### src/hdl/pe_num_pkg.sv
`default_nettype none

package pe_num_pkg;

    localparam int value_width = 8;
    localparam int coord_width = 8;
    localparam int count_width = 16;
    localparam int lanes = 4;

    typedef struct packed {
        logic signed [coord_width-1:0] row;
        logic signed [coord_width-1:0] col;
    } coord_t;

    typedef struct packed {
        logic signed [value_width-1:0] value;
        coord_t                        coord;
    } entry_t;

    typedef entry_t [lanes-1:0] entry_vec_t;

    // full-width product, offset of activation from weight
    typedef struct packed {
        logic signed [2*value_width-1:0] product;
        coord_t                          coord;
    } product_t;

    // indexed [weight slot][activation lane]
    typedef product_t [lanes-1:0][lanes-1:0] product_mat_t;

endpackage

`default_nettype wire

### src/hdl/pe_ctrl_pkg.sv
`default_nettype none

package pe_ctrl_pkg;

    typedef enum logic [1:0] {
        idle        = 2'b00,
        load_weight = 2'b01,
        stream      = 2'b10,
        done        = 2'b11
    } pe_state_t;

    typedef logic [pe_num_pkg::count_width-1:0] count_t;

endpackage

`default_nettype wire

### src/hdl/pe_controller.sv
`default_nettype none

module pe_controller (
    input  logic                  clk,
    input  logic                  rst,
    input  logic                  in_valid,
    input  pe_ctrl_pkg::count_t   weight_total,
    input  pe_ctrl_pkg::count_t   feature_total,
    input  pe_ctrl_pkg::count_t   channel_in,
    output logic                  weight_we,
    output logic                  fire,
    output logic                  done,
    output logic [$clog2(pe_num_pkg::lanes)-1:0] weight_slot,
    output pe_ctrl_pkg::count_t   out_channel
);

    localparam int slot_width = $clog2(pe_num_pkg::lanes);
    localparam logic [slot_width-1:0] last_slot = slot_width'(pe_num_pkg::lanes - 1);
    localparam logic [pe_num_pkg::count_width:0] lane_round =
        (pe_num_pkg::count_width + 1)'(pe_num_pkg::lanes - 1);

    pe_ctrl_pkg::pe_state_t state;
    logic [slot_width-1:0]  slot_cnt;
    pe_ctrl_pkg::count_t    vec_cnt;
    pe_ctrl_pkg::count_t    grp_cnt;
    pe_ctrl_pkg::count_t    vec_last;
    pe_ctrl_pkg::count_t    grp_last;

    logic [pe_num_pkg::count_width:0] grp_sum;
    logic [pe_num_pkg::count_width:0] vec_sum;
    pe_ctrl_pkg::count_t    grp_last_start;
    pe_ctrl_pkg::count_t    vec_last_start;

    // ceil(total / lanes) - 1, taken at the start edge
    assign grp_sum = {1'b0, weight_total} + lane_round;
    assign vec_sum = {1'b0, feature_total} + lane_round;
    assign grp_last_start = pe_ctrl_pkg::count_t'((grp_sum >> slot_width) - 1'b1);
    assign vec_last_start = pe_ctrl_pkg::count_t'((vec_sum >> slot_width) - 1'b1);

    // start cycle in idle doubles as slot 0 load
    assign weight_we = in_valid &&
        (state == pe_ctrl_pkg::idle || state == pe_ctrl_pkg::load_weight);
    assign fire = in_valid && state == pe_ctrl_pkg::stream;
    assign weight_slot = slot_cnt;
    assign done = state == pe_ctrl_pkg::done;

    always_ff @(posedge clk or posedge rst) begin
        if (rst) begin
            state       <= pe_ctrl_pkg::idle;
            slot_cnt    <= '0;
            vec_cnt     <= '0;
            grp_cnt     <= '0;
            vec_last    <= '0;
            grp_last    <= '0;
            out_channel <= '0;
        end else if (in_valid) begin
            case (state)
                pe_ctrl_pkg::idle: begin
                    grp_last    <= grp_last_start;
                    vec_last    <= vec_last_start;
                    out_channel <= channel_in;
                    slot_cnt    <= slot_cnt + 1'b1;
                    state       <= pe_ctrl_pkg::load_weight;
                end
                pe_ctrl_pkg::load_weight: begin
                    if (slot_cnt == last_slot) begin
                        slot_cnt <= '0;
                        state    <= pe_ctrl_pkg::stream;
                    end else begin
                        slot_cnt <= slot_cnt + 1'b1;
                    end
                end
                pe_ctrl_pkg::stream: begin
                    if (vec_cnt == vec_last) begin
                        vec_cnt <= '0;
                        if (grp_cnt == grp_last) begin
                            state <= pe_ctrl_pkg::done;
                        end else begin
                            grp_cnt <= grp_cnt + 1'b1;
                            state   <= pe_ctrl_pkg::load_weight;
                        end
                    end else begin
                        vec_cnt <= vec_cnt + 1'b1;
                    end
                end
                // held until reset
                default: begin
                    state <= pe_ctrl_pkg::done;
                end
            endcase
        end
    end

endmodule

`default_nettype wire

### src/hdl/weight_buffer.sv
`default_nettype none

module weight_buffer #(
    parameter int LANES = 4
) (
    input  logic                     clk,
    input  logic                     rst,
    input  logic                     weight_we,
    input  logic [$clog2(LANES)-1:0] weight_slot,
    input  pe_num_pkg::entry_t       weight_in,
    output pe_num_pkg::entry_vec_t   weights
);

    // one register per slot, written only when addressed
    for (genvar i = 0; i < LANES; i++) begin : g_slot
        logic slot_we;

        assign slot_we = weight_we && weight_slot == ($clog2(LANES))'(i);

        always_ff @(posedge clk or posedge rst) begin
            if (rst) begin
                weights[i] <= '0;
            end else if (slot_we) begin
                weights[i] <= weight_in;
            end
        end
    end

endmodule

`default_nettype wire

### src/hdl/outer_product_array.sv
`default_nettype none

module outer_product_array #(
    parameter int LANES = 4
) (
    input  logic                     clk,
    input  logic                     rst,
    input  logic                     fire,
    input  pe_num_pkg::entry_vec_t   weights,
    input  pe_num_pkg::entry_vec_t   feature_in,
    output pe_num_pkg::product_mat_t products,
    output logic                     out_valid
);

    localparam int prod_width = 2 * pe_num_pkg::value_width;

    pe_num_pkg::product_mat_t result;

    for (genvar w = 0; w < LANES; w++) begin : g_weight
        for (genvar a = 0; a < LANES; a++) begin : g_act
            // signed 8x8 into 16 bits
            assign result[w][a].product =
                prod_width'($signed(weights[w].value)) *
                prod_width'($signed(feature_in[a].value));

            // output position is activation minus weight
            assign result[w][a].coord.row =
                $signed(feature_in[a].coord.row) - $signed(weights[w].coord.row);
            assign result[w][a].coord.col =
                $signed(feature_in[a].coord.col) - $signed(weights[w].coord.col);
        end
    end

    always_ff @(posedge clk or posedge rst) begin
        if (rst) begin
            out_valid <= 1'b0;
        end else begin
            out_valid <= fire;
        end
    end

    // holds last result between fires
    always_ff @(posedge clk or posedge rst) begin
        if (rst) begin
            products <= '0;
        end else if (fire) begin
            products <= result;
        end
    end

endmodule

`default_nettype wire

### src/hdl/sparse_pe_top.sv
`default_nettype none

module sparse_pe_top (
    input  logic                     clk,
    input  logic                     rst,
    input  logic                     in_valid,
    input  pe_num_pkg::entry_t       weight_in,
    input  pe_num_pkg::entry_vec_t   feature_in,
    input  pe_ctrl_pkg::count_t      weight_total,
    input  pe_ctrl_pkg::count_t      feature_total,
    input  pe_ctrl_pkg::count_t      channel_in,
    output pe_num_pkg::product_mat_t products,
    output logic                     out_valid,
    output pe_ctrl_pkg::count_t      out_channel,
    output logic                     done
);

    localparam int LANES = pe_num_pkg::lanes;

    logic                     weight_we;
    logic                     fire;
    logic [$clog2(LANES)-1:0] weight_slot;
    pe_num_pkg::entry_vec_t   weights;

    pe_controller u_ctrl (
        .clk           (clk),
        .rst           (rst),
        .in_valid      (in_valid),
        .weight_total  (weight_total),
        .feature_total (feature_total),
        .channel_in    (channel_in),
        .weight_we     (weight_we),
        .fire          (fire),
        .done          (done),
        .weight_slot   (weight_slot),
        .out_channel   (out_channel)
    );

    weight_buffer #(.LANES(LANES)) u_wbuf (
        .clk         (clk),
        .rst         (rst),
        .weight_we   (weight_we),
        .weight_slot (weight_slot),
        .weight_in   (weight_in),
        .weights     (weights)
    );

    outer_product_array #(.LANES(LANES)) u_array (
        .clk        (clk),
        .rst        (rst),
        .fire       (fire),
        .weights    (weights),
        .feature_in (feature_in),
        .products   (products),
        .out_valid  (out_valid)
    );

endmodule

`default_nettype wire

### config.mk
export PLATFORM = sky130hd
export DESIGN_NAME = sparse_pe_top
export DESIGN_NICKNAME = d
export VERILOG_FILES = /design/src/hdl/pe_num_pkg.sv /design/src/hdl/pe_ctrl_pkg.sv /design/src/hdl/pe_controller.sv /design/src/hdl/weight_buffer.sv /design/src/hdl/outer_product_array.sv /design/src/hdl/sparse_pe_top.sv
export SDC_FILE = /design/constraint.sdc
export NUM_CORES = 2
export LEC_CHECK = 0
export ABC_AREA = 1
export BUFFER_PORTS_ARGS = -buffer_cell sky130_fd_sc_hd__buf_2
export CAP_MARGIN = 20
export CORE_AREA = 10 10 521 523
export DETAILED_ROUTE_END_ITERATION = 8
export DIE_AREA = 0 0 531 533
export HOLD_SLACK_MARGIN = 0.08
export SYNTH_ARGS = -nofsm -noshare
export SYNTH_HDL_FRONTEND = slang
export SYNTH_SLANG_ARGS = --single-unit
### constraint.sdc
create_clock -name clk -period 26 [get_ports clk]
set_input_delay 2.6 -clock clk [delete_from_list [all_inputs] [get_ports clk]]
set_output_delay 2.6 -clock clk [all_outputs]
set_load 0.02 [all_outputs]
Word-level counts from Yosys, hierarchy flattened --
Cells that the tools add are included.
Storage, ports and cells: register bits 693, bits in latches 0, RAM bits 0, ROM bits 0, input bits 171, logic and storage cells 156, memories 0
Cells by class: add/subtract/negate cells 39, multiply operators 16, divide/modulo/power cells 0, magnitude comparators 0, equality and inequality tests 10, shift-type cells 0, muxes and demuxes 7, bitwise operators 1, reduce and logical (&&, ||, !) cells 15
Operator list (count):
- multiplier 8 x 8 -> 16 bit | 16
- subtractor 8 bit | 32
- adder 16 x 2 -> 17 bit, second input constant | 2
- adder 16 x 1 -> 16 bit, second input constant | 2
- equality test 16 bit | 2
- subtractor 15 x 1 -> 16 bit, second input constant | 2
- two-way mux 16 bit | 1
- equality test 2 bit, second input constant | 4
- two-way mux 2 bit | 4
- logical AND 1 bit | 6
- case mux 2 bit (3 select lines) | 1
- AND reduction 2 bit | 3
- equality test 2 x 1 -> 1 bit, second input constant | 2
- logical NOT 2 bit | 2
- inequality test 2 bit, second input constant | 2
- case mux 2 bit (2 select lines) | 1
- AND reduction 4 bit | 1
- AND reduction 3 bit | 1
- adder 2 x 1 -> 2 bit, second input constant | 1
- nonzero test 2 bit | 1
- logical OR 1 bit | 1
- NOT 1 bit | 1

Logic depth before layout (Yosys ltp) --
depth after elaboration 4, mapped depth 25, mapped depth without buffers 23

By module --
From an unflattened synthesis, not the netlist that was laid out.
Unflattened totals: cells, all modules 10778, area total of the unflattened synthesis 81150.3 sq um
By module, submodules not included:
- outer_product_array | instances 1, cells an instance 9491, area an instance 71318.4 sq um, sequential area each 12837.3 sq um
- pe_controller | instances 1, cells an instance 858, area an instance 5811.8 sq um, sequential area each 2102.0 sq um
- weight_buffer | instances 1, cells an instance 429, area an instance 4020.1 sq um, sequential area each 2402.3 sq um

Worst setup path before layout --
OpenSTA, ideal clock, no wires.
path kind input to register, start point input port feature_in[23] (netlist name), end point register u_array.products[30] (netlist name), arrival 6319 ps, data required time 25874 ps, slack 19555 ps, stages on the path 18, path through inv_1 -> clkbuf_1 -> clkbuf_1 -> nor2_1 -> fa_1 -> inv_1 -> fa_1 -> fa_1 -> inv_1 -> fa_1 -> ha_1 -> inv_1 -> nor4_1 -> nand3_1 -> nand4_1 -> nand2_1 -> nand2_1 -> o21ai_0
Between the ends: longest elaborated chain between the ends 1
RTL lines:
- from (decl) | line sparse_pe_top.sv:8 | input pe_num_pkg::entry_vec_t feature_in,
- multiplier 8 x 8 -> 16 bit | line outer_product_array.sv:23 | prod_width'($signed(weights[w].value)) *
Every way passes these cells. A chain may end at the register's enable or synchronous reset.

Worst setup path in the final report --
start point input port feature_in[47] (netlist name), end point register u_array.products[445] (netlist name)
Between the ends: longest elaborated chain between the ends 1
RTL lines (line):
- multiplier 8 x 8 -> 16 bit | outer_product_array.sv:23
Every way passes these cells.

==> flow_summary.html <==
<table>
<tr><th>Metric</th><th>Value</th></tr>
<tr><th colspan="2">Run status</th></tr>
<tr><td>Status</td><td>finished, final reports clean</td></tr>
<tr><th colspan="2">Yosys</th></tr>
<tr><td>Largest area contributor in the synthesized netlist</td><td>fa_1</td></tr>
<tr><td>Proportion of synthesized chip area in sequential cells</td><td>22.3%</td></tr>
<tr><td>Post-synth top flop</td><td>dfrtp_1</td></tr>
<tr><td>Count of cell types in the netlist</td><td>46</td></tr>
<tr><td>Post-synthesis async set-or-reset flop share</td><td>100%</td></tr>
<tr><td>Number of synthesis warnings</td><td>0</td></tr>
<tr><td>Synth Register Bits</td><td>693</td></tr>
<tr><td>Number of enable flip-flop cells after synthesis</td><td>0</td></tr>
<tr><td>Synthesized area divided by synthesized cell count</td><td>7.65 µm²</td></tr>
<tr><td>Netlist area before placement</td><td>77800 µm²</td></tr>
<tr><td>Synthesized instance count</td><td>10200</td></tr>
<tr><td>Cells taking the most area after synthesis</td><td>fa_1, dfrtp_1, nand2_1</td></tr>
<tr><td>Fraction of post-synthesis cell area in the top cell type by area</td><td>23.5%</td></tr>
<tr><td>Most numerous cell in the Yosys netlist</td><td>nand2_1</td></tr>
<tr><td>Number of nets in the synthesized netlist</td><td>12000</td></tr>
<tr><td>Most used standard cells in the synthesized netlist</td><td>nand2_1, inv_1, fa_1, ha_1, dfrtp_1</td></tr>
<tr><th colspan="2">Timing</th></tr>
<tr><td>Aggregate negative setup slack</td><td>0 ns</td></tr>
<tr><td>Clock skew</td><td>0.0498 ns</td></tr>
<tr><td>Max frequency</td><td>145 MHz</td></tr>
<tr><td>Max Transition Viols Final</td><td>0</td></tr>
<tr><td>Clock period minus final worst setup slack</td><td>6.88 ns</td></tr>
<tr><td>Unrepaired setup endpoints after global routing</td><td>no</td></tr>
<tr><td>Worst-case setup margin in the final layout</td><td>19.12 ns</td></tr>
<tr><td>Share of the cycle needed by the critical path after routing</td><td>26.5%</td></tr>
<tr><td>Final number of hold-violating endpoints</td><td>0</td></tr>
<tr><td>Pin slew with the least headroom to its limit</td><td>1.04 ns</td></tr>
<tr><td>Final setup violation count</td><td>0</td></tr>
<tr><td>Max_slew headroom</td><td>29.8%</td></tr>
<tr><th colspan="2">Route</th></tr>
<tr><td>Wire length reported by the detailed router</td><td>280000 µm</td></tr>
<tr><td>Drt wl/cell</td><td>19.7 µm</td></tr>
<tr><td>Number of nets still failing antenna checks after routing</td><td>0</td></tr>
<tr><td>Met2 wirelength from detailed routing</td><td>130000 µm</td></tr>
<tr><td>Met3 wire length</td><td>18600 µm</td></tr>
<tr><td>Number of vias after detailed routing</td><td>64600</td></tr>
<tr><td>Detailed router's first-iteration violation count</td><td>4609</td></tr>
<tr><td># DRC</td><td>0</td></tr>
<tr><td>Pre-antenna DRT Iters</td><td>6</td></tr>
<tr><td>Met1 WL</td><td>115000 µm</td></tr>
<tr><td>Post-DR vias/cell</td><td>4.55</td></tr>
<tr><td>Top sig layer</td><td>met5</td></tr>
<tr><th colspan="2">Worst setup path</th></tr>
<tr><td>Cell type with the highest occurrence count on the critical path</td><td>fa_1</td></tr>
<tr><td>Largest fanout of any net on the critical path</td><td>15</td></tr>
<tr><td>Cell-by-cell listing of the critical path</td><td>buf_2 -&gt; clkinv_1 -&gt; buf_4 -&gt; nor2_1 -&gt; fa_1 -&gt; fa_1 -&gt; fa_1 -&gt; inv_1 -&gt; fa_1 -&gt; inv_1 -&gt; ha_1 -&gt; nand2_1 -&gt; o21ai_0 -&gt; a21oi_1 -&gt; o21ai_0 -&gt; a21oi_1 -&gt; o21ai_0 -&gt; nand2_1</td></tr>
<tr><td>Kind of end point of the critical path</td><td>register</td></tr>
<tr><td>Critical path launch point type</td><td>input port</td></tr>
<tr><td>Slowest CP cell</td><td>clkinv_1</td></tr>
<tr><td>Data required, critical path</td><td>26.60 ns</td></tr>
<tr><td>Critical Path Max Stage Delay</td><td>0.60 ns</td></tr>
<tr><td>Critical path data arrival time</td><td>7.48 ns</td></tr>
<tr><td>Type of the setup path with the least slack</td><td>in2reg</td></tr>
<tr><th colspan="2">Cells and area</th></tr>
<tr><td>Share of post-route cells with drive strength above 1</td><td>9.52%</td></tr>
<tr><td>Fill cell instance count of the final layout</td><td>27700</td></tr>
<tr><td>Number of nets in the final layout</td><td>12500</td></tr>
<tr><td>Area delta synth-&gt;final</td><td>13.2%</td></tr>
<tr><th colspan="2">Global route</th></tr>
<tr><td>Pin count of the biggest net entering global routing</td><td>194</td></tr>
<tr><td>All-Layer GR Usage</td><td>19.4%</td></tr>
<tr><td>Via count of the first global-routing pass</td><td>64300</td></tr>
<tr><td>Wire length of the first global-routing pass</td><td>417000 µm</td></tr>
<tr><td>Overflow left after global routing</td><td>0</td></tr>
<tr><td>Number of antenna violations at the first check in global routing</td><td>22</td></tr>
<tr><th colspan="2">Clocking</th></tr>
<tr><td>Post-CTS setup buffers</td><td>0</td></tr>
<tr><td>Clock buffer count from CTS</td><td>93</td></tr>
<tr><td>Sinks on Clock Net</td><td>693</td></tr>
<tr><td>Root buffer cell</td><td>clkbuf_16</td></tr>
<tr><td>Clock transition time at the flip-flop clock pins of the worst setup and hold paths</td><td>0.06 ns</td></tr>
<tr><td>H-tree depth reported by CTS</td><td>3</td></tr>
<tr><td>Post-cts repair resize count</td><td>0</td></tr>
<tr><td>CTS Hold Bufs</td><td>0</td></tr>
<tr><td>Clock tree from TritonCTS</td><td>yes</td></tr>
<tr><td>Clk Latency, worst-skew pair</td><td>0.74 ns</td></tr>
<tr><td>Clk buf depth</td><td>3</td></tr>
<tr><th colspan="2">Floorplanning</th></tr>
<tr><td>I/O pin cnt</td><td>701</td></tr>
<tr><td>X dimension of the die</td><td>531 µm</td></tr>
<tr><td>Site row count</td><td>188</td></tr>
<tr><td>Vertical die dimension</td><td>533 µm</td></tr>
<tr><td>Initial Utilization</td><td>29.8%</td></tr>
<tr><td>Floorplan core area</td><td>261000 µm²</td></tr>
<tr><td>Overall die area</td><td>283000 µm²</td></tr>
<tr><th colspan="2">Placed design</th></tr>
<tr><td>PortBufs</td><td>700</td></tr>
<tr><td>Weighted congestion at the end of routability-driven global placement</td><td>0.970</td></tr>
<tr><td>Worst slack at placement</td><td>18.37 ns</td></tr>
<tr><td>DP HPWL</td><td>223000 µm</td></tr>
<tr><th colspan="2">Worst hold path</th></tr>
<tr><td>Class of the most critical hold timing path</td><td>reg2reg</td></tr>
<tr><th colspan="2">Flow run</th></tr>
<tr><td>MaxCap Viol Count</td><td>0</td></tr>
</table>
-- state kept, by name, indices dropped and copies added, names as in the netlist --
signal / count
u_ctrl.weight_slot: 2
u_ctrl.grp_cnt: 16
u_ctrl.out_channel: 16
u_array.products: 512
u_ctrl.vec_cnt: 16
u_wbuf.weights: 96
u_ctrl.grp_last: 16
u_ctrl.vec_last: 16
u_ctrl.state: 2
u_array.out_valid: 1
-- critical path, delay by kind of cell --
| family | cells | cell delay [ns] |
|---|---|---|
| fa+ha+maj | 5 | 2.22 |
| buf+inv | 5 | 1.53 |
| compound gates | 5 | 0.78 |
| simple gates | 3 | 0.31 |
-- path summary, 6_finish.rpt --
path	depth (start not counted)	start	slack, ns	to
hold reg to reg	2	u_ctrl.out_channel[7]	0.47	u_ctrl.out_channel[7]
hold / removal	2	u_ctrl.out_channel[7]	0.47	u_ctrl.out_channel[7]
setup reg to reg	17	u_wbuf.weights[95]	20.86	u_array.products[415]
setup / recovery	18	feature_in[47]	19.12	u_array.products[445]
max in group asynchronous	5	rst	21.04	u_array.products[248]
min in group asynchronous	2	rst	1.96	u_array.products[492]
-- per-layer routing --
| layer | GRT usage (%) | vias up |
|---|---|---|
| li1 | - | 31400 |
| met4 | 9.27 | 14 |
| met5 | 0 | - |
| met3 | 3.53 | 342 |
| met2 | 32.5 | 1811 |
| met1 | 24.2 | 31000 |
-- layout by cell type (no fill, tap or decap), drive strengths merged, types with 122 or more instances in the layout --
cell and instances:
ha 696, a21oi 398, fa 912, o21ai 659
nor2 418, clkbuf 122, nand3 154, nand2 2916
inv 2422, xnor2 167, dfrtp 693, buf 789
-- logic make-up after synthesis --
family	after synthesis	share of synthesized area [%]
AOI/OAI and AO/OA	1157	7.82
xor gates and xnor gates	287	3.23
adders and majority gates	1608	34.7
buffers and inverters	2797	13.7
DFF	693	22.3
muxes	7	0.101
and+or+nand+nor	3625	18.3
-- layout make-up --
| type | count | area (µm²) | area share, % |
|---|---|---|---|
| Antenna cell | 19 | 47.5 | 0.0540 |
| Clock inverter | 51 | 677 | 0.768 |
| Timing Repair Buffer | 789 | 4200 | 4.76 |
| Tap cell | 3420 | 4280 | 4.86 |
| Sequential cell | 693 | 17300 | 19.7 |
| Multi-Input combinational cell | 6684 | 49900 | 56.6 |
| Inverter | 2415 | 9080 | 10.3 |
| Clock buffer | 122 | 2630 | 2.98 |
-- through the flow --
step                      cell area, µm²  util, %  instances  hold slack [ns]
after floorplan                    77800        -      10200            0.453
after global placement             84700     32.5      14000            0.448
after detailed placement           84700     32.5      14000            0.453
after CTS                          88100     33.7      14200            0.468
after global routing               88100     33.7      14200            0.482
final                              88100     33.7      14200            0.468
Power is not shown: default switching activity piles up to over one toggle a cycle in this logic, so the estimate is an artifact.
